--- src/redmule_pkg.sv ---
// Tile size and widths are fixed here; ARRAY_N must be a power of two so row counters wrap cleanly
package redmule_pkg;

  // Tile geometry and element width
  localparam int unsigned ARRAY_N = 4;
  localparam int unsigned ELEM_W  = 16;
  localparam int unsigned DATA_W  = ARRAY_N * ELEM_W;
  localparam int unsigned STEP_W  = $clog2(ARRAY_N);

  localparam int unsigned IN_FIFO_DEPTH = 4;
  localparam int unsigned Z_FIFO_DEPTH  = 2;

  // Peripheral register map, byte addresses
  localparam int unsigned REG_ADDR_W = 8;
  localparam int unsigned REG_W      = 32;

  localparam logic [REG_ADDR_W-1:0] REG_TRIGGER   = 8'h00;
  localparam logic [REG_ADDR_W-1:0] REG_CONFIG    = 8'h04;
  localparam logic [REG_ADDR_W-1:0] REG_STATUS    = 8'h08;
  localparam logic [REG_ADDR_W-1:0] REG_JOB_COUNT = 8'h0C;

  // Scheduler state encoding
  localparam logic [1:0] ST_IDLE    = 2'd0;
  localparam logic [1:0] ST_LOAD    = 2'd1;
  localparam logic [1:0] ST_COMPUTE = 2'd2;
  localparam logic [1:0] ST_STORE   = 2'd3;

  // One matrix row per beat, element 0 in the low bits
  typedef union packed {
    logic [DATA_W-1:0]                  raw;
    logic [ARRAY_N-1:0][ELEM_W-1:0]     elem;
  } beat_u;

endpackage : redmule_pkg

--- src/redmule_z_buffer.sv ---
// Bias rows read as zero after clear until Y arrives; Z rows leave in order 0 to ARRAY_N-1
module redmule_z_buffer (
  input  logic                                          clk_i,
  input  logic                                          reset_i,
  input  logic                                          clear_i,
  input  logic                                          load_i,
  input  logic                                          y_valid_i,
  output logic                                          y_ready_o,
  input  redmule_pkg::beat_u                            y_data_i,
  output logic                                          y_full_o,
  output redmule_pkg::beat_u [redmule_pkg::ARRAY_N-1:0] bias_o,
  input  logic                                          store_i,
  input  redmule_pkg::beat_u [redmule_pkg::ARRAY_N-1:0] acc_i,
  output logic                                          z_valid_o,
  input  logic                                          z_ready_i,
  output redmule_pkg::beat_u                            z_data_o,
  output logic                                          store_done_o
);
  import redmule_pkg::*;

  beat_u [ARRAY_N-1:0] bias_q;
  logic [STEP_W-1:0]   y_cnt_q;
  logic [STEP_W-1:0]   z_cnt_q;
  logic                y_full_q;
  logic                y_accept;
  logic                z_accept;

  assign y_ready_o = load_i && !y_full_q && !clear_i;
  assign y_accept  = y_valid_i && y_ready_o;
  assign y_full_o  = y_full_q;
  assign bias_o    = bias_q;

  // Results are stable once compute is over, so rows go out straight from the array
  assign z_valid_o    = store_i;
  assign z_data_o     = acc_i[z_cnt_q];
  assign z_accept     = z_valid_o && z_ready_i;
  assign store_done_o = z_accept && (z_cnt_q == STEP_W'(ARRAY_N-1));

  always_ff @(posedge clk_i) begin
    if (reset_i || clear_i) begin
      y_cnt_q  <= '0;
      z_cnt_q  <= '0;
      y_full_q <= 1'b0;
    end else begin
      if (y_accept) begin
        y_cnt_q  <= y_cnt_q + 1'b1;
        y_full_q <= (y_cnt_q == STEP_W'(ARRAY_N-1));
      end
      if (z_accept) begin
        z_cnt_q <= z_cnt_q + 1'b1;
      end
    end
  end

  always_ff @(posedge clk_i) begin
    if (clear_i) begin
      bias_q <= '0;
    end else if (y_accept) begin
      bias_q[y_cnt_q] <= y_data_i;
    end
  end

endmodule : redmule_z_buffer

--- config.mk ---
export PLATFORM = sky130hd
export DESIGN_NAME = redmule_z_buffer
export DESIGN_NICKNAME = d
export VERILOG_FILES = /design/src/redmule_pkg.sv /design/src/redmule_z_buffer.sv
export SDC_FILE = /design/constraint.sdc
export NUM_CORES = 1
export LEC_CHECK = 0
export BUFFER_PORTS_ARGS = -buffer_cell sky130_fd_sc_hd__buf_2
export CORE_AREA = 2 2 252 254
export CTS_CLUSTER_DIAMETER = 150
export DETAILED_ROUTE_END_ITERATION = 7
export DIE_AREA = 0 0 254 256
export SLEW_MARGIN = 20
export SYNTH_ARGS = -nofsm -noshare
export SYNTH_HDL_FRONTEND = slang
export SYNTH_SLANG_ARGS = --single-unit
--- constraint.sdc ---
create_clock -name clk_i -period 2.7 [get_ports clk_i]
set_input_delay 0.135 -clock clk_i [delete_from_list [all_inputs] [get_ports clk_i]]
set_output_delay 0.135 -clock clk_i [all_outputs]
set_load 0.005 [all_outputs]
==> results.ini <==
[drt]
wl_met1_microns = 24400
wl_met2_microns = 36400
via_per_inst = 4.80
dr_wl_met3_microns = 5280
vias = 13323
ant_nets = 0
wirelength_microns = 70700
routedWlPerCell_microns = 25.5
dr.pass1.iters = 5
topRoutingLayerUsed = met5
drt_iter0_drc = 1472
drc = 0

[power]
peakVddDrop_uv = 486
p_total_w = 0.00956
p_leak_nw = 7.02
powerDensity_nw_per_um2 = 556

[cells_and_area]
fillers = 6799
nNetsFinal = 2229
final-seq-area_sq_um = 5230
final_util_pct = 27.6
multiInputGateArea_sq_um = 5500
syn_to_final_growth_pct = 49.8
drive_gt1_share_pct = 41.7

[sta]
whs_ps = 63.8
layout_min_cycle_time_ps = 2470
finalHoldViolations = 0
rsz0062_at_grt = false
finalSetupViolCount = 0
fmax_mhz = 405
tns_ps = 0
worst_slack_ps = 228
skew_ps = 13.4
relSlewSlack_pct = 28.5
slew_viol_final = 0
fin_crit_sh_pct = 91.5
tightestPinTransition_ps = 1070

[cts]
clock-root-buffer = clkbuf_16
cts_setup_buffers = 0
clock_path_buffers = 3
cts_tree = yes
cts.clk_slew.worst_paths_ps = 70
cts_resized = 0
clk_latency_ps = 570
cts.htree.levels = 1
clock_sinks = 261
hold_buffers = 68
cts_buffers = 29

[die]
die_area_sq_um = 65000
die_x_microns = 254
start_util_pct = 18.4
rows = 92
die_h_microns = 256
core_area_sq_um = 62400
ios = 651

[yosys]
syn_avg_cell_area_sq_um = 9.01
yosys_warnings = 0
ys_ff_latch = 261
ys_seq_area_share_pct = 45.5
syn-cell-area_sq_um = 11500
syn_nets = 1605
synth_cells = 1273
synth_cell_types = 24

[global_routing]
grt.overflow.total = 0
grt_pass1_wl_microns = 96200
grtUsageTotal_pct = 20.4
grt_pass1_vias = 12642
antenna_found_initial = 28
grt_max_degree = 145

[worst_setup_path]
crit_path_end_kind = primary output
crit_arrival_ps = 2340
reg2reg_slack_ps = 840
worstPathRequired_ps = 2570
crit_type = register to primary output
r2r_cells = 5
cp-start-kind = register
cp_max_fo = 18

[placement]
dp_hpwl_microns = 51400
io_buffers = 650
pre_cts_ws_ps = 777
place.gp.congestion = 0.940

[min_path]
hold_path_class = input port to register
min_path_cells = 4

[outcome]
outcome = finished clean

[run]
max_cap_violations = 0

==> final timing paths <==
path / from / to
max: z_cnt_q[0]$_SDFFE_PP0P_ / z_data_o[46]
max reg2reg: y_cnt_q[1]$_SDFFE_PP0P_ / bias_o[82]$_SDFFE_PP0P_
min reg2reg: bias_o[163]$_SDFFE_PP0P_ / bias_o[163]$_SDFFE_PP0P_
min: y_valid_i / y_cnt_q[0]$_SDFFE_PP0P_
==> placed cells by master, fill, tap and decap left out, types with 17 or more instances in the layout <==
master | Yosys | layout
nand3_1 | 256 | 256
buf_4 | 24 | 17
mux4_2 | 64 | 64
dlygate4sd3_1 | 0 | 69
clkbuf_16 | 0 | 29
buf_2 | 8 | 649
o21ai_0 | 246 | 246
a21oi_1 | 257 | 257
dfxtp_1 | 261 | 259
==> critical path, stage by stage, from the launching register on <==
cell and delay, ps:
dfxtp_4 570, buf_4 390, mux4_2 630, buf_2 160
==> registers in the layout (all words and copies together), names as in the netlist <==
signal,flops
y_cnt_q,2
y_full_o,1
z_cnt_q,2
bias_o,256
==> final cells by class <==
type | count | share of cell area (%)
Antenna cell | 9 | 0.131
Timing Repair Buffer | 746 | 24.9
Clock inverter | 14 | 1.54
Multi-Input combinational cell | 853 | 32.0
Inverter | 6 | 0.131
Clock buffer | 40 | 4.70
Tap cell | 846 | 6.16
Sequential cell | 261 | 30.4
==> layer usage <==
metal	vias up	global-route usage [%]
met5	-	0
met4	4	11.5
met3	165	4.10
met2	800	37.2
met1	6410	21.8
li1	5944	-
==> synth_stat cells, drive strengths merged <==
master	count	area [sq um]
a21oi	257	1290
and3	1	6.26
and4bb	1	12.5
buf	48	370
clkbuf	105	394
clkinv	1	3.75
dfxtp	261	5230
ha	5	62.6
inv	5	18.8
mux2i	2	20.0
mux4	64	1440
nand2	1	3.75
nand3	256	1280
nand3b	1	7.51
nand4bb	1	11.3
nor3	5	25.0
nor3b	1	7.51
o21ai	256	1280
xnor2	1	8.76
xor2	1	8.76
==> where the power goes <==
group | internal [W] | switching [W] | total (W) | leakage [nW]
clock | 0.00277 | 0.00172 | 0.00449 | 0.523
combinational | 0.000476 | 0.000687 | 0.00116 | 4.39
sequential | 0.00389 | 0.0000235 | 0.00391 | 2.11
==> stage by stage <==
stage	std cells	cell area, sq um
floorplan	1273	11500
global placement	2643	15400
detailed placement	2643	15400
CTS	2765	17200
global route	2772	17200
finish	2775	17200
==> cell families (layout without fill, tap and decap cells) <==
group           Yosys count  in the layout  share of synthesized area (%)
other cells               0              9                              0
simple gates            267            267                           11.8
xor+xnor                  2              2                          0.153
buf+inv                 159            806                           6.86
fa+ha+maj                 5              5                          0.545
compound gates          513            513                           22.4
flops                   261            261                           45.5
mux                      66             66                           12.7
No activity file was read; power rests on OpenSTA's default activity.
