`src/redmule_pkg.sv`:
```
// Tile size and widths are fixed here; ARRAY_N must be a power of two so row counters wrap cleanly
package redmule_pkg;

  // Tile geometry and element width
  localparam int unsigned ARRAY_N = 4;
  localparam int unsigned ELEM_W  = 16;
  localparam int unsigned DATA_W  = ARRAY_N * ELEM_W;
  localparam int unsigned STEP_W  = $clog2(ARRAY_N);

  localparam int unsigned IN_FIFO_DEPTH = 4;
  localparam int unsigned Z_FIFO_DEPTH  = 2;

  // Peripheral register map, byte addresses
  localparam int unsigned REG_ADDR_W = 8;
  localparam int unsigned REG_W      = 32;

  localparam logic [REG_ADDR_W-1:0] REG_TRIGGER   = 8'h00;
  localparam logic [REG_ADDR_W-1:0] REG_CONFIG    = 8'h04;
  localparam logic [REG_ADDR_W-1:0] REG_STATUS    = 8'h08;
  localparam logic [REG_ADDR_W-1:0] REG_JOB_COUNT = 8'h0C;

  // Scheduler state encoding
  localparam logic [1:0] ST_IDLE    = 2'd0;
  localparam logic [1:0] ST_LOAD    = 2'd1;
  localparam logic [1:0] ST_COMPUTE = 2'd2;
  localparam logic [1:0] ST_STORE   = 2'd3;

  // One matrix row per beat, element 0 in the low bits
  typedef union packed {
    logic [DATA_W-1:0]                  raw;
    logic [ARRAY_N-1:0][ELEM_W-1:0]     elem;
  } beat_u;

endpackage : redmule_pkg

```
`src/redmule_x_buffer.sv`:
```
// Holds one X tile row by row; rows survive clear, only the fill count restarts
module redmule_x_buffer (
  input  logic                            clk_i,
  input  logic                            reset_i,
  input  logic                            clear_i,
  input  logic                            load_i,
  input  logic                            valid_i,
  output logic                            ready_o,
  input  redmule_pkg::beat_u              data_i,
  input  logic [redmule_pkg::STEP_W-1:0]  step_i,
  output logic                            full_o,
  output redmule_pkg::beat_u              col_o
);
  import redmule_pkg::*;

  beat_u             mem_q [ARRAY_N];
  logic [STEP_W-1:0] cnt_q;
  logic              full_q;
  logic              accept;

  assign ready_o = load_i && !full_q && !clear_i;
  assign accept  = valid_i && ready_o;
  assign full_o  = full_q;

  always_ff @(posedge clk_i) begin
    if (reset_i || clear_i) begin
      cnt_q  <= '0;
      full_q <= 1'b0;
    end else if (accept) begin
      cnt_q  <= cnt_q + 1'b1;
      full_q <= (cnt_q == STEP_W'(ARRAY_N-1));
    end
  end

  always_ff @(posedge clk_i) begin
    if (accept) begin
      mem_q[cnt_q] <= data_i;
    end
  end

  // Column k of X, one element from each row
  always_comb begin
    for (int i = 0; i < ARRAY_N; i++) begin
      col_o.elem[i] = mem_q[i].elem[step_i];
    end
  end

endmodule : redmule_x_buffer

```
`config.mk`:
```
export PLATFORM = sky130hd
export DESIGN_NAME = redmule_x_buffer
export DESIGN_NICKNAME = d
export VERILOG_FILES = /design/src/redmule_pkg.sv /design/src/redmule_x_buffer.sv
export SDC_FILE = /design/constraint.sdc
export NUM_CORES = 1
export LEC_CHECK = 0
export ABC_AREA = 1
export ABC_CLOCK_PERIOD_IN_PS = 4700
export BUFFER_PORTS_ARGS = -buffer_cell sky130_fd_sc_hd__buf_4
export CAP_MARGIN = 15
export CORE_UTILIZATION = 32
export DETAILED_ROUTE_END_ITERATION = 10
export GPL_TIMING_DRIVEN = 0
export SLEW_MARGIN = 40
export SYNTH_ARGS = -nofsm -noshare
export SYNTH_HDL_FRONTEND = slang
export SYNTH_SLANG_ARGS = --single-unit
```
`constraint.sdc`:
```
create_clock -name clk_i -period 4.7 [get_ports clk_i]
set_clock_uncertainty 0.05 [all_clocks]
set_input_delay 1.175 -clock clk_i [delete_from_list [all_inputs] [get_ports clk_i]]
set_output_delay 1.175 -clock clk_i [all_outputs]
set_load 0.01 [all_outputs]
```
==> results of run 1 <==
[cell families (layout without fill, tap and decap cells)]
logic type / count (synthesis) / count (layout) / synth area share
DFF: 259 / 259 / 0.796
buffers and inverters: 57 / 246 / 0.0355
adders and majority gates: 4 / 4 / 0.00514
and+or+nand+nor: 144 / 144 / 0.0564
AOI/OAI and AO/OA: 193 / 193 / 0.107
[cell usage in the layout (no fill, tap or decap), types with 7 or more instances in the layout]
master and n:
edfxtp_1 256, buf_4 138, o21ai_1 56, nor2_1 135, buf_6 14, buf_8 7, clkbuf_16 27, o22ai_1 64
o21ai_0 72, inv_1 13, clkbuf_1 22, buf_2 7
[layout make-up]
cell class                 instances  area [um2]
fill                            2793       17500
clock buffer                      35         706
tap                              390         488
timing repair buffer             147        1250
inverter                          16        65.1
clock inverter                     7        41.3
sequential                       259        7750
multi-input combinational        341        1670
buffer                            41         283
[final timing paths]
check                      end  startpoint  slack [ns]  depth (start not counted)
hold reg to reg         full_o      full_o        0.45                          2
setup / recovery     col_o[32]   step_i[1]        0.80                          6
setup reg to reg  mem_q[0][47]      full_o        2.52                          8
hold / removal          full_o      full_o        0.45                          2
[stage by stage]
stage	area, um2	cells	setup TNS (ns)
finish	12200	1236	0
global route	12200	1236	0
CTS	12200	1236	0
detailed placement	11500	1194	0
global placement	11200	1182	-375.34
floorplan	9740	657	-18.65
[sequential cells by signal (all words and copies together) (netlist names)]
signal	cells
cnt_q	2
full_o	1
mem_q	256
[routing by layer]
metal,up-vias,part of all wire,global-route usage
met2,267,0.47,0.276
met1,2964,0.43,0.236
met5,-,0,0
li1,2823,-,-
met4,0,0.020,0.0435
met3,37,0.077,0.0351
[critical path: cells and delay by family]
kind / cells / cell delay, ns
buffers and inverters: 4 / 0.90
AO/OA/AOI/OAI: 2 / 0.60
[power by group]
part	internal [W]	total, W	switching (W)
combinational	0.000150	0.000380	0.000230
sequential	0.00256	0.00257	0.00000475
clock	0.00105	0.00187	0.000825
==> summary.txt, run 1 <==
WL/cell: 21.8 um
Leakage power: 4.19 nW
Status: complete, no violations
Distinct cell type count after synthesis: 19
Critical path class: primary input to output port
Routed vias: 6091
Hold buffer count at CTS: 0
Dpl hpwl: 18.7 mm
Synthesized instance count: 657
Critical path's slowest cell: clkbuf_1
Most used DFF post-synth: edfxtp_1
Slew Limit Fails: 0
Post-Syn Area: 0.00974 mm2
PostCTS Resize Cnt: 0
Syn_nets: 732
Initial antenna violation count: 0
Vias in the first global route: 5945
Routability cong.: 0.832
Most frequent cell after synthesis: edfxtp_1
Power after layout: 0.00482 W
Share of layout cells above drive strength 1: 0.248
TritonRoute pass-1 iters: 5
Clock root buffer: clkbuf_16
CTS Buffer Depth: 3
Layout Nets: 908
Cell Pwr Density: 393 mW/mm2
Setup bufs post-CTS: 0
Setup WS pre-CTS: 0.796 ns
IO buf count: 135
Overflow left after global routing: 0
First-pass GRT wire length: 38.3 mm
WHS: 0.448 ns
Worst-path cell chain: buf_4 -> buf_4 -> clkbuf_1 -> o21ai_0 -> o22ai_1 -> buf_4
Setup violations, final: 0
Die X: 176 um
Worst setup SP type: primary input
Antenna cells: 0
Max-Cap Viols: 0
CP Capture Type: output port
Boundary pin count: 137
Post-layout worst setup margin: 0.800 ns
Crit path DAT: 2.67 ns
Total core area: 0.0298 mm2
Mean post-synth cell area: 14.8 um2
H-Tree Depth: 1
VDD IR max: 275 uV
Min-delay worst type: flip-flop to flip-flop
Crit-path max FO: 10
Slowest Stage Delay on Critical Path: 0.49 ns
Die height: 176 um
Worst-margin pin slew: 0.699 ns
Register area share after synthesis: 0.796
DR vias/cell: 4.93
Die area: 0.0311 mm2
Initial drt markers: 690
Total GRT Usage: 0.171
Async SR Flop Fraction: 0
Final ANT Viol Nets: 0
Routed wire length: 27.0 mm
CTS clk-pin slew, worst paths: 0.06 ns
Synthesis-to-layout area growth: 25.8%
Number of flops mapped to enable cells by yosys: 256
Insertion delay to the later sink of the worst-skew pair: 0.53 ns
DR DRC count: 0
Final hold vios: 0
Largest net degree at the start of global routing: 34
Fin crit period: 3.90 ns
Synth area leaders: edfxtp_1, nor2_1, o22ai_1
Area leader, netlist: edfxtp_1
Final core occ: 0.411
Starting Density: 0.327
CTS sink cnt: 259
Post-synth top cells: edfxtp_1, nor2_1, o21ai_0
Yosys reg bits: 259
Fin crit share: 0.830
Fmax: 0.256 GHz
RSZ-0062 raised after global routing: false
Top cell type's share of synthesized area: 0.789
Cell Rows: 63
TritonCTS clock tree: done
Crit-path most repeated cell: buf_4
Num CTS Buffers: 27
Worst endpoint required time: 3.47 ns
Syn. warnings: 0
Max-slew headroom: 0.534
No activity file was read; power rests on OpenSTA's default activity.
==> inputs of run 2 (changes only) <==
Settings changed: ABC_CLOCK_PERIOD_IN_PS 4700 to 3300.
Clock period 4.7 ns to 3.3 ns, I/O delays scaled along.
==> run 2 against run 1 <==
  * Register-to-register slack got worse by 1.5 ns
  * Clock power increased by 44%
  * Critical path depth unchanged
  * Hold slack got worse by 0.0075 ns
  * Global-route usage increased by 0.057 points
  * Non-clock buffer count decreased by 2
  * Count of clock-buffer cells in the layout decreased by 1
  * Total power increased by 43%
  * Core utilization decreased by 0.071 points
  * Routed wire length about the same
  * Flip-flop and latch count unchanged
  * Sequential power increased by 42%
  * Critical endpoint is now col_o[1]
  * Largest power group unchanged
  * Highest routed layer unchanged
==> summary.txt, run 2 (synthesized netlist as in run 1, its figures left out) <==
Initial antenna violation count: 0 (unchanged)
DR DRC count: 0 (unchanged)
Dpl hpwl: 18.5 mm (-0.89%)
Clock share of power: 0.392 (+0.003)
Register Area: 0.00775 mm2 (unchanged)
Design Area, Final: 0.0122 mm2 (-0.17%)
Final ANT Viol Nets: 0 (unchanged)
Min-delay worst type: flip-flop to flip-flop
Routed wire length: 27.0 mm (about the same)
Fill count: 2784 (-0.32%)
Setup violations, final: 0 (unchanged)
TritonCTS clock tree: done
Gate power share: 0.078 (about the same)
Cell Rows: 63 (unchanged)
Total GRT Usage: 0.172 (+0.000566)
RSZ-0062 raised after global routing: false
Synthesis-to-layout area growth: 25.5%
Seq pwr share: 0.530 (-0.003)
Slew Limit Fails: 0 (unchanged)
Crit path DAT: 2.38 ns (-0.29 ns)
Pint: 0.00541 W (+44%)
Register-to-Register Path Depth: 8 (unchanged)
CTS clk-pin slew, worst paths: 0.06 ns (about the same)
Clock root buffer: clkbuf_16
Final core occ: 0.410 (-0.000714)
Boundary pin count: 137 (unchanged)
Initial drt markers: 604 (-12%)
Sw frac: 0.215 (-0.00487)
Vias in the first global route: 5997 (+0.87%)
Die height: 176 um (unchanged)
Leakage power: 4.19 nW (about the same)
Share of layout cells above drive strength 1: 0.249 (+0.000294)
DP Area: 0.0115 mm2 (-0.37%)
RR Endpoint: mem_q[2][55]
Overflow left after global routing: 0 (unchanged)
IO buf count: 135 (unchanged)
First-pass GRT wire length: 38.6 mm (+0.77%)
Fin crit share: 0.987
Cell Pwr Density: 564 mW/mm2 (+43%)
H-Tree Depth: 1 (unchanged)
Max-slew headroom: 0.513 (-0.0214)
Final hold vios: 0 (unchanged)
Crit-path max FO: 10 (unchanged)
Starting Density: 0.327 (unchanged)
Setup_tns: 0 ns (unchanged)
Total core area: 0.0298 mm2 (unchanged)
Critical path class: primary input to output port
CTS sink cnt: 259 (unchanged)
Biggest register: mem_q
RR Startpoint: full_o
CP Capture Type: output port
Routed vias: 6240 (+2.4%)
Most frequent cells in the layout: edfxtp_1, buf_4, nor2_1, o21ai_0, o22ai_1
DR vias/cell: 5.05 (+2.5%)
Die area: 0.0311 mm2 (unchanged)
Fin crit period: 3.26 ns
Routability cong.: 0.858 (+3.1%)
Num CTS Buffers: 27 (unchanged)
R2R Setup Slk: 0.99 ns (-1.53 ns)
Layout Nets: 906 (-0.22%)
VDD IR max: 351 uV (+28%)
Leading cell type in the layout, fill and taps excluded: edfxtp_1
Worst Hold Depth: 2 (unchanged)
Largest net degree at the start of global routing: 40 (+18%)
Worst endpoint required time: 2.42 ns (-1.05 ns)
Antenna cells: 0 (unchanged)
Fmax: 0.307 GHz
Switching pwr: 0.00148 W (+40%)
Worst setup SP type: primary input
Max FFs per register: 256 (unchanged)
Area of the multi-input gates: 0.00167 mm2 (unchanged)
WL/cell: 21.8 um (about the same)
Die X: 176 um (unchanged)
Worst hold path endpoint: full_o
Max-Cap Viols: 0 (unchanged)
CTS Buffer Depth: 3 (unchanged)
Worst Hold Launch: full_o
Worst-margin pin slew: 0.731 ns (+0.0321 ns)
Status: complete, no violations
Insertion delay to the later sink of the worst-skew pair: 0.52 ns (about the same)
TritonRoute pass-1 iters: 5 (unchanged)
==> run 2: changes by cell type in the layout (fill, tap and decap cells not counted), sizes merged <==
| cell | delta |
|---|---|
| bufinv | +1 |
| clkinv | +3 |
| clkbuf | -2 |
| inv | -2 |
| buf | -1 |
==> run 2: critical path, stage by stage <==
cell,delay [ns]
buf_4,0.08
buf_4,0.15
buf_1,0.55
o21ai_0,0.22
o22ai_1,0.35
buf_4,0.19
==> run 2: how the worst max path moves through the flow <==
| stage | to | cells past startpoint | slack, ns | startpoint |
|---|---|---|---|---|
| after detailed placement | col_o[49] | 6 | -0.03 | step_i[1] |
| after global routing | col_o[1] | 6 | 0.0001 | step_i[1] |
| final | col_o[1] | 6 | 0.04 | step_i[1] |
| after global placement | mem_q[0][50] | 6 | -1.27 | clear_i |
| after CTS | col_o[1] | 6 | 0.06 | step_i[1] |
| after floorplan | mem_q[0][0] | 5 | -0.1 | clear_i |
==> run 2: what timing repair did <==
| action | 4_1_cts | 5_1_grt |
|---|---|---|
| endpoints found under the setup margin | 1 | 2 |
| gates resized for setup | 1 | 3 |
| hold buffers | 0 | 0 |
| setup buffers | 0 | 0 |
==> run 2: layer usage <==
metal  GRT usage  wire length [um]
met1       0.237             11500
met2       0.280             12800
met3      0.0291              2030
met4      0.0463               598
met5           0                 0
==> run 2: power by group through the flow <==
stage | logic, W | registers [W] | clock network (W)
6_report | 0.000538 | 0.00365 | 0.00270
2_1_floorplan | 0.000214 | 0.00372 | 0
3_5_place_dp | 0.000540 | 0.00372 | 0
5_1_grt | 0.000577 | 0.00365 | 0.00285
4_1_cts | 0.000542 | 0.00365 | 0.00274
3_3_place_gp | 0.000526 | 0.00373 | 0
==> run 2: layout make-up <==
type,instances,share of cell area
buffer,41,0.0234
multi-input combinational,341,0.136
timing repair buffer,145,0.0987
tap,390,0.0399
sequential,259,0.634
inverter,16,0.00532
clock inverter,9,0.00512
clock buffer,34,0.0574
==> run 2: through the flow <==
stage,hold WS (ns),instances,power (W),setup WS (ns)
final,0.441,1235,0.00690,0.0444
after detailed placement,0.429,1192,0.00426,-0.0334
after global routing,0.449,1235,0.00709,0.000112
after global placement,0.430,1182,0.00425,-1.27
after CTS,0.439,1235,0.00694,0.0633
after floorplan,0.447,657,0.00394,-0.0964
