`src/redmule_pkg.sv`:
```
// Tile size and widths are fixed here; ARRAY_N must be a power of two so row counters wrap cleanly
package redmule_pkg;

  // Tile geometry and element width
  localparam int unsigned ARRAY_N = 4;
  localparam int unsigned ELEM_W  = 16;
  localparam int unsigned DATA_W  = ARRAY_N * ELEM_W;
  localparam int unsigned STEP_W  = $clog2(ARRAY_N);

  localparam int unsigned IN_FIFO_DEPTH = 4;
  localparam int unsigned Z_FIFO_DEPTH  = 2;

  // Peripheral register map, byte addresses
  localparam int unsigned REG_ADDR_W = 8;
  localparam int unsigned REG_W      = 32;

  localparam logic [REG_ADDR_W-1:0] REG_TRIGGER   = 8'h00;
  localparam logic [REG_ADDR_W-1:0] REG_CONFIG    = 8'h04;
  localparam logic [REG_ADDR_W-1:0] REG_STATUS    = 8'h08;
  localparam logic [REG_ADDR_W-1:0] REG_JOB_COUNT = 8'h0C;

  // Scheduler state encoding
  localparam logic [1:0] ST_IDLE    = 2'd0;
  localparam logic [1:0] ST_LOAD    = 2'd1;
  localparam logic [1:0] ST_COMPUTE = 2'd2;
  localparam logic [1:0] ST_STORE   = 2'd3;

  // One matrix row per beat, element 0 in the low bits
  typedef union packed {
    logic [DATA_W-1:0]                  raw;
    logic [ARRAY_N-1:0][ELEM_W-1:0]     elem;
  } beat_u;

endpackage : redmule_pkg

```
`src/redmule_ctrl.sv`:
```
// Single-job register slave; triggers while busy are dropped and only bit 0 of config is kept
module redmule_ctrl (
  input  logic                                clk_i,
  input  logic                                reset_i,
  input  logic                                req_i,
  input  logic                                wen_i,
  input  logic [redmule_pkg::REG_ADDR_W-1:0]  add_i,
  input  logic [redmule_pkg::REG_W-1:0]       data_i,
  output logic                                gnt_o,
  output logic                                r_valid_o,
  output logic [redmule_pkg::REG_W-1:0]       r_data_o,
  input  logic                                done_i,
  output logic                                start_o,
  output logic                                bias_en_o,
  output logic                                busy_o,
  output logic                                evt_o
);
  import redmule_pkg::*;

  logic             rd_en;
  logic             wr_en;
  logic             busy_q;
  logic             start_q;
  logic             evt_q;
  logic             r_valid_q;
  logic             bias_en_q;
  logic [REG_W-1:0] job_count_q;
  logic [REG_W-1:0] r_data_q;

  // Every request is granted at once, wen high means read
  assign gnt_o = req_i;
  assign rd_en = req_i && wen_i;
  assign wr_en = req_i && !wen_i;

  always_ff @(posedge clk_i) begin
    if (reset_i) begin
      busy_q      <= 1'b0;
      start_q     <= 1'b0;
      evt_q       <= 1'b0;
      r_valid_q   <= 1'b0;
      bias_en_q   <= 1'b0;
      job_count_q <= '0;
    end else begin
      start_q   <= 1'b0;
      evt_q     <= 1'b0;
      r_valid_q <= rd_en;
      if (wr_en && add_i == REG_CONFIG) begin
        bias_en_q <= data_i[0];
      end
      if (wr_en && add_i == REG_TRIGGER && !busy_q) begin
        start_q <= 1'b1;
        busy_q  <= 1'b1;
      end
      // Job completion
      if (done_i) begin
        busy_q      <= 1'b0;
        evt_q       <= 1'b1;
        job_count_q <= job_count_q + 1'b1;
      end
    end
  end

  always_ff @(posedge clk_i) begin
    if (rd_en) begin
      case (add_i)
        REG_CONFIG:    r_data_q <= {{(REG_W-1){1'b0}}, bias_en_q};
        REG_STATUS:    r_data_q <= {{(REG_W-1){1'b0}}, busy_q};
        REG_JOB_COUNT: r_data_q <= job_count_q;
        default:       r_data_q <= '0;
      endcase
    end
  end

  assign r_valid_o = r_valid_q;
  assign r_data_o  = r_data_q;
  assign start_o   = start_q;
  assign bias_en_o = bias_en_q;
  assign busy_o    = busy_q;
  assign evt_o     = evt_q;

endmodule : redmule_ctrl

```
`config.mk`:
```
export PLATFORM = sky130hd
export DESIGN_NAME = redmule_ctrl
export DESIGN_NICKNAME = d
export VERILOG_FILES = /design/src/redmule_pkg.sv /design/src/redmule_ctrl.sv
export SDC_FILE = /design/constraint.sdc
export NUM_CORES = 1
export LEC_CHECK = 0
export ABC_AREA = 1
export BUFFER_PORTS_ARGS = -buffer_cell sky130_fd_sc_hd__buf_2
export CORE_MARGIN = 8
export CORE_UTILIZATION = 56
export CTS_BUF_LIST = sky130_fd_sc_hd__clkbuf_8 sky130_fd_sc_hd__clkbuf_16
export CTS_CLUSTER_SIZE = 28
export DETAILED_ROUTE_END_ITERATION = 6
export PLACE_DENSITY = 0.85
export SETUP_SLACK_MARGIN = 0.2
export SLEW_MARGIN = 20
export SYNTH_ARGS = -nofsm -noshare
export SYNTH_HDL_FRONTEND = slang
export SYNTH_SLANG_ARGS = --single-unit
```
`constraint.sdc`:
```
create_clock -name clk_i -period 3.3 [get_ports clk_i]
set_input_delay 0.495 -clock clk_i [delete_from_list [all_inputs] [get_ports clk_i]]
set_output_delay 0.495 -clock clk_i [all_outputs]
set_load 0.05 [all_outputs]
```
==> results of run 1 <==
## state kept, by name (all words and copies together) (netlist names)
register,cells
start_o,1
r_valid_o,1
busy_o,1
r_data_o,32
job_count_q,32
bias_en_o,1
evt_o,1
## worst max-delay path, cell delays in order
cell and delay (ns):
buf_2 0.09, or2_1 0.21, nor2_1 0.21, nand3_1 0.47, buf_4 0.40, nor2_1 0.13
## metal layers
metal	vias up	global-route usage	wire [um]
li1	1340	-	-
met1	1157	0.1920	2909
met2	93	0.2741	3036
met3	17	0.05985	481
met4	0	0.08183	138
met5	-	0	0
## cells in the final DEF (no fill, tap or decap), drive strengths merged, types with 3 or more instances in the layout
cell    instances
buf            53
clkbuf         12
nand4           3
edfxtp         32
nor2          106
nand2          70
nor3            7
dfxtp          37
o21ai          13
a21oi          19
nand3          26
inv            62
## Yosys cell counts
cell,instances
nor2_4,3
nor2_8,1
o21ai_2,1
dfxtp_1,37
inv_2,2
edfxtp_1,32
buf_4,2
nor3_1,7
nand3b_1,1
nand3_2,2
o21a_1,1
nand4_1,3
inv_1,57
xor2_1,1
nand2_2,7
clkbuf_1,1
o21ai_0,12
or2_1,1
nor2b_1,1
nor2_2,4
buf_2,4
o31ai_1,1
nand3_1,24
a21oi_1,19
clkinv_1,1
nand2_1,62
o211ai_1,1
nand2_4,1
ha_1,1
nor2_1,98
## area by class of cell
cell class,count,area share
clock buffer,12,0.04525
clock inverter,4,0.01131
inverter,60,0.06171
multi-input combinational,252,0.3168
sequential,69,0.4662
tap,72,0.02468
timing repair buffer,53,0.07405
## power breakdown
group	internal [mW]	switching [mW]	leakage (nW)	total, mW
logic	0.0215	0.0741	0.676	0.0956
registers	0.904	0.00485	0.624	0.909
clock network	0.403	0.298	0.116	0.701
## final timing paths
kind                                    start                            to  depth (start not counted)
setup / recovery                     add_i[1]        r_data_o[10]$_DFFE_PP_                          6
hold / removal                          wen_i          r_valid_o$_SDFF_PP0_                          3
setup reg to reg  job_count_q[1]$_SDFFE_PP0P_  job_count_q[30]$_SDFFE_PP0P_                          8
hold reg to reg   job_count_q[8]$_SDFFE_PP0P_   job_count_q[8]$_SDFFE_PP0P_                          2
## per-stage QoR
| step | util | hold WS [ns] | setup slack (ns) |
|---|---|---|---|
| 5_1_grt | 0.6710 | 0.4136 | 1.331 |
| 2_1_floorplan | - | 0.4552 | 1.729 |
| 3_5_place_dp | 0.6331 | 0.4798 | 1.115 |
| 3_3_place_gp | 0.6331 | 0.4712 | 1.203 |
| 6_report | 0.6710 | 0.4064 | 1.489 |
| 4_1_cts | 0.6710 | 0.4003 | 1.480 |
## cell families after synthesis
family / count (synthesis)
xor gates and xnor gates: 1
DFF: 69
and+or+nand+nor: 215
buffers and inverters: 67
adders and majority gates: 1
AOI/OAI and AO/OA: 35
==> reports/qor.txt, run 1 <==
Synth Area in XOR/XNOR -> 0.002806
final setup vio count -> 0
die area -> 8219 um^2
final hold viol count -> 0
Vias/cell -> 4.994
share of layout cells above drive strength 1 -> 0.1933
PortBufs -> 51
Reg clk slew, reported paths -> 0.07 ns
Tcrit/Tclk final -> 0.5489
status -> finished, final reports clean
Initial DRT Pass Iterations -> 4
register area share after synthesis -> 0.5451
die width -> 90.66 um
CTS Hold Buffers Added -> 0
clk_lat worst skew -> 0.35 ns
CP Capture Type -> flip-flop
CP Data Arrival Time -> 2.01 ns
RSZ-0062 raised after global routing -> no
largest net degree at the start of global routing -> 33
post-synthesis mux area share -> 0
PD cells -> 467.3 nW/um^2
initial antenna violation count -> 0
Critical Path RT -> 3.50 ns
syn nets -> 434
Core Box Area -> 5439 um^2
DRT Wirelength -> 6565 um
Leak -> 1.416 nW
Synth area leader -> edfxtp_1
Final Cell Area -> 3650 um^2
boundary pin count -> 83
maximum level of the CTS H-tree -> 3
DR WL/cell -> 12.58 um
leading post-synthesis cells by cell area -> edfxtp_1 31%, dfxtp_1 24%, nor2_1 12%, nand2_1 7.5%, inv_1 6.9%
worst vdd ir -> 0.2598 mV
clock tree sinks -> 69
#FFs+latches synth -> 69
Crit Path Class -> in2reg
RePlAce Congestion -> 0.8871
Startpoint Class -> primary input
Overflow after GRT -> 0
Rel. slew slack -> 0.4853
clk buf depth -> 2
setup_tns -> 0 ns
DP HPWL -> 4828 um
largest family of logic cells by synthesized area -> simple AND/OR/NAND/NOR gates
register area -> 1702 um^2
Non-Filler Instances -> 522
CTS Buf Count -> 9
TritonCTS clock tree -> yes
DP Area -> 3443 um^2
synth warn -> 0
Simple-Gate Fraction of Synth Area -> 0.3038
Avg Inst Size Synth -> 8.046 um^2
Fill cells -> 432
n_diodes -> 0
initial core utilization -> 0.5740
synth unique cells -> 30
Total Power -> 1.706 mW
chip height -> 90.66 um
fmax -> 552.1 MHz
area of the mapped netlist -> 3122 um^2
fin crit period -> 1.811 ns
1st-iter DRT viols -> 227
slew at the pin closest to its max-slew limit -> 0.7672 ns
area grow syn2layout -> 16.91%
Yosys top cell area share -> 0.3078
placed insts -> 506
postcts setup bufs -> 0
vias in the first global route -> 2635
gr usage total -> 0.1685
Worst Hold Class -> in2reg
CTS-repair resized insts -> 0
Critical Path Fanout Max -> 17
FF-to-FF setup slack -> 1.74 ns
Residual DRC -> 0
via count -> 2607
Clock Skew -> 0.009678 ns
first-pass GRT wire length -> 11350 um
clk root buf -> clkbuf_8
post-synthesis compound-gate area fraction -> 0.05972
# rows -> 27
post-synthesis adder-cell area fraction -> 0.004008
max cap viols -> 0
Multi-input gate area -> 1156 um^2
final net count -> 491
fin. max-slew vios -> 0
DRT antenna net count -> 0
Syn Inst Count -> 388
No activity file was read; power rests on OpenSTA's default activity.
==> run 2: changes to the inputs <==
- CORE_UTILIZATION: 56 -> 52
- PLACE_DENSITY: 0.85 -> 0.8
- clock period: 3.3 -> 1.8 ns (I/O delays scaled with it)
==> reports/qor.txt, run 2 (synthesis gave the netlist of run 1 again) <==
setup_tns -> 0 ns
final net count -> 493
DRT Wirelength -> 6609 um
Clock Skew -> 0.01022 ns
vias in the first global route -> 2587
share of layout cells above drive strength 1 -> 0.1991
clock tree sinks -> 69
placed insts -> 511
largest net degree at the start of global routing -> 33
Worst Hold Class -> in2reg
final setup vio count -> 0
# rows -> 28
fin crit period -> 1.515 ns
CP Data Arrival Time -> 1.75 ns
worst vdd ir -> 0.4374 mV
fin. max-slew vios -> 0
max cap viols -> 0
maximum level of the CTS H-tree -> 3
switching share of total power -> 0.2404
clk_lat worst skew -> 0.34 ns
Leak -> 1.407 nW
slew at the pin closest to its max-slew limit -> 0.4135 ns
slowest CP cell -> dfxtp_1
PortBufs -> 51
1st-iter DRT viols -> 129
Overflow after GRT -> 0
DRT antenna net count -> 0
Initial DRT Pass Iterations -> 4
PD cells -> 786.6 nW/um^2
RePlAce Congestion -> 0.8753
Fill cells -> 533
clk root buf -> clkbuf_8
Vias/cell -> 4.894
TritonCTS clock tree -> yes
DP HPWL -> 4850 um
RSZ-0062 raised after global routing -> no
CTS Hold Buffers Added -> 0
Logic pwr share -> 0.063
clock share of power -> 0.355
CP max stage delay -> 0.37 ns
most frequent cells in the layout -> 98 x nor2_1, 62 x nand2_1, 61 x inv_1
initial antenna violation count -> 0
CP Capture Type -> flip-flop
Startpoint Class -> flip-flop
chip height -> 93.48 um
Crit Path Class -> reg2reg
die area -> 8739 um^2
first-pass GRT wire length -> 11410 um
CTS Buf Count -> 9
n_diodes -> 0
Critical Path Fanout Max -> 6
clk buf depth -> 2
DR WL/cell -> 12.54 um
Critical Path RT -> 2.03 ns
CP cell instances -> ha_1, nand2_1, nor2_4, nand2_2, inv_4, nand3_1, o21ai_0, nor2_1
area grow syn2layout -> 16.43%
via count -> 2579
Rel. slew slack -> 0.7244
Residual DRC -> 0
boundary pin count -> 83
die width -> 93.48 um
Internal -> 2.172 mW
Psw -> 0.6874 mW
register share of total power -> 0.583
Core Box Area -> 5851 um^2
initial core utilization -> 0.5336
gr usage total -> 0.1642
status -> finished, final reports clean
Non-Filler Instances -> 527
Reg clk slew, reported paths -> 0.07 ns
final hold viol count -> 0
most common cell after layout, fill and taps aside -> nor2_1
Tcrit/Tclk final -> 0.8417
Final Hold Slack -> 0.1816 ns
fmax -> 660.0 MHz
## run 2: cell count changes in the layout (fill, tap and decap cells not counted), sizes merged
cell	change
inv	+1
clkbuf	-3
buf	+2
clkinv	+3
bufinv	-1
## run 2: worst max-delay path: cells and delay by family (launching register included)
family	cells	cell delay, ns
AOI/OAI and AO/OA	1	0.17
DFF	1	0.37
adders and majority gates	1	0.21
buffers and inverters	1	0.12
and+or+nand+nor	5	0.52
## run 2: worst paths after layout
path,startpoint,to,slack (ns),depth (start not counted)
max reg2reg,job_count_q[0]$_SDFFE_PP0P_,job_count_q[12]$_SDFFE_PP0P_,0.28,8
min reg2reg,job_count_q[8]$_SDFFE_PP0P_,job_count_q[8]$_SDFFE_PP0P_,0.49,2
max,job_count_q[0]$_SDFFE_PP0P_,job_count_q[12]$_SDFFE_PP0P_,0.28,8
min,wen_i,r_valid_o$_SDFF_PP0_,0.18,3
## run 2: layout make-up
| class | instances | area (um^2) | share of cell area |
|---|---|---|---|
| inverters | 60 | 227.7 | 0.06265 |
| clock inverters | 7 | 30.03 | 0.008262 |
| multi-input cells | 252 | 1171 | 0.3222 |
| clock buffers | 9 | 123.9 | 0.03408 |
| repair buffers | 55 | 285.3 | 0.07849 |
| well taps | 75 | 93.84 | 0.02582 |
| flip-flops and latches | 69 | 1703 | 0.4685 |
## run 2: power groups by stage
| stage | sequential, mW | clock, mW | combinational [mW] |
|---|---|---|---|
| after global placement | 1.70 | 0 | 0.177 |
| after CTS | 1.67 | 1.04 | 0.182 |
| after floorplan | 1.77 | 0 | 0.0566 |
| after detailed placement | 1.70 | 0 | 0.181 |
| after global routing | 1.67 | 1.11 | 0.193 |
| final | 1.67 | 1.01 | 0.179 |
## run 2: stage by stage
stage / worst slack, ns / utilization / total power, mW / instance area [um^2]
floorplan: 0.4537 / - / 1.828 / 3122
global placement: 0.3169 / 0.5917 / 1.876 / 3462
detailed placement: 0.2195 / 0.5917 / 1.881 / 3462
CTS: 0.2031 / 0.6181 / 2.883 / 3616
global route: 0.1871 / 0.6213 / 2.965 / 3635
finish: 0.2849 / 0.6213 / 2.859 / 3635
## run 2: repair_timing
action	in CTS	in global routing
setup endpoints to repair	0	7
gates resized for setup	0	5
buffers inserted	0	0
## run 2: per-layer routing
metal	vias up	wire (um)	track usage	share of wire
met4	0	174	0.09933	0.026
li1	1346	-	-	-
met3	16	408	0.04728	0.062
met1	1150	3013	0.1936	0.46
met5	-	0	0	0
met2	67	3012	0.2591	0.46
==> run 3: changes to the inputs <==
- CORE_UTILIZATION: 52 -> 47
- PLACE_DENSITY: 0.8 -> 0.76
- clock period: 1.8 -> 1.28 ns (I/O delays scaled with it)
==> reports/qor.txt, run 3 (synthesis gave the netlist of run 1 again) <==
gr usage total -> 0.1545
final net count -> 514
area grow syn2layout -> 40.08%
clock share of power -> 0.386
status -> finished with violations
worst setup slack after layout -> -0.04268 ns
first-pass GRT wire length -> 12080 um
Clock Skew -> 0.007430 ns
clock tree sinks -> 69
Leak -> 1.667 nW
max cap viols -> 0
CP max stage delay -> 0.37 ns
DP Worst Slack -> -0.09441 ns
most common cell after layout, fill and taps aside -> nor2_1
top cell family by delay on the critical path -> simple AND/OR/NAND/NOR gates
Logic pwr share -> 0.072
Worst Hold Class -> in2reg
final setup vio count -> 5
clk_lat worst skew -> 0.35 ns
PortBufs -> 51
DP HPWL -> 4835 um
DRT Wirelength -> 7238 um
# rows -> 29
Crit Path Class -> reg2reg
initial antenna violation count -> 0
slew at the pin closest to its max-slew limit -> 0.2489 ns
slowest CP cell -> dfxtp_4
Final Cell Area -> 4373 um^2
Tcrit/Tclk final -> 1.033
largest net degree at the start of global routing -> 33
1st-iter DRT viols -> 136
CP cell instances -> ha_4, nand2_4, nor2_4, nand2_4, inv_6, nand3_2, o21ai_2, nor2_1
RePlAce Congestion -> 0.9021
Psw -> 1.022 mW
fin crit period -> 1.323 ns
Core Box Area -> 6386 um^2
most frequent cells in the layout -> 78 x nor2_1, 55 x inv_1, 52 x nand2_1
DRT antenna net count -> 0
worst vdd ir -> 0.7568 mV
vias in the first global route -> 2726
n_diodes -> 0
final hold viol count -> 0
DP Area -> 3656 um^2
clk buf depth -> 2
clk root buf -> clkbuf_8
Reg clk slew, reported paths -> 0.07 ns
Residual DRC -> 0
Initial DRT Pass Iterations -> 4
fin. max-slew vios -> 0
register area -> 1745 um^2
initial core utilization -> 0.4888
fmax -> 756.0 MHz
Rel. slew slack -> 0.8352
Critical Path Fanout Max -> 6
RSZ-0062 raised after global routing -> yes
TritonCTS clock tree -> yes
Vias/cell -> 4.898
maximum level of the CTS H-tree -> 3
die area -> 9506 um^2
CP Data Arrival Time -> 1.57 ns
failing checks -> setup timing
CP Capture Type -> flip-flop
critical path buffer and inverter count -> 1
Startpoint Class -> flip-flop
switching share of total power -> 0.2366
via count -> 2694
register share of total power -> 0.542
chip height -> 97.50 um
Multi-input gate area -> 1416 um^2
boundary pin count -> 83
most frequent CP cell -> nand2_4
CTS Buf Count -> 9
PD cells -> 988.1 nW/um^2
Overflow after GRT -> 0
Critical Path RT -> 1.53 ns
Internal -> 3.299 mW
Fill cells -> 489
DR WL/cell -> 13.16 um
die width -> 97.50 um
share of layout cells above drive strength 1 -> 0.3869
[run 3: through the flow]
stage	total power, mW	hold WS, ns	TNS, ns	utilization	cells
floorplan	2.580	0.3222	0	-	388
global route	4.458	0.1191	-1.353	0.6848	550
detailed placement	2.667	0.4679	-0.4976	0.5725	523
global placement	2.660	0.4548	-0.1201	0.5725	523
finish	4.321	0.1158	-0.1239	0.6848	550
CTS	4.361	0.1028	-0.04886	0.6691	548
[run 3: power by group through the flow]
stage | combinational, mW | clock, mW | sequential (mW)
finish | 0.310 | 1.67 | 2.34
global route | 0.330 | 1.78 | 2.35
CTS | 0.307 | 1.71 | 2.34
detailed placement | 0.273 | 0 | 2.39
global placement | 0.268 | 0 | 2.39
floorplan | 0.0862 | 0 | 2.49
[run 3: metal layers]
layer  GRT usage  vias up  wire [um]
met5           0        -          0
met4     0.06760        0        121
met3     0.05619       12        415
met2      0.2623       73       3506
met1      0.1686     1226       3194
li1            -     1383          -
[run 3: final cells by class]
type	count	share of cell area
Clock buffer	9	0.02833
Clock inverter	7	0.01316
Sequential cell	69	0.3991
Tap cell	77	0.02203
Multi-Input combinational cell	252	0.3239
Inverter	60	0.05350
Timing Repair Buffer	76	0.1599
[run 3: worst reg2reg max path: cells and delay by family, from the launching register on]
| kind | cells | cell delay (ns) |
|---|---|---|
| simple gates | 5 | 0.44 |
| flops | 1 | 0.37 |
| fa+ha+maj | 1 | 0.16 |
| compound gates | 1 | 0.15 |
| buf+inv | 1 | 0.10 |
[run 3: path summary, 6_finish.rpt]
| path | from | cells after the start | slack, ns | end |
|---|---|---|---|---|
| worst max register to register | job_count_q[1]$_SDFFE_PP0P_ | 8 | -0.04 | job_count_q[12]$_SDFFE_PP0P_ |
| worst min-delay path | wen_i | 3 | 0.12 | r_valid_o$_SDFF_PP0_ |
| worst min register to register | job_count_q[8]$_SDFFE_PP0P_ | 2 | 0.49 | job_count_q[8]$_SDFFE_PP0P_ |
| worst max-delay path | job_count_q[1]$_SDFFE_PP0P_ | 8 | -0.04 | job_count_q[12]$_SDFFE_PP0P_ |
[run 3: timing repair]
item,4_1_cts,5_1_grt
setup buffers,9,2
setup endpoints to repair,65,64
hold buffers,0,0
pin swaps,9,9
gates resized for setup,121,23
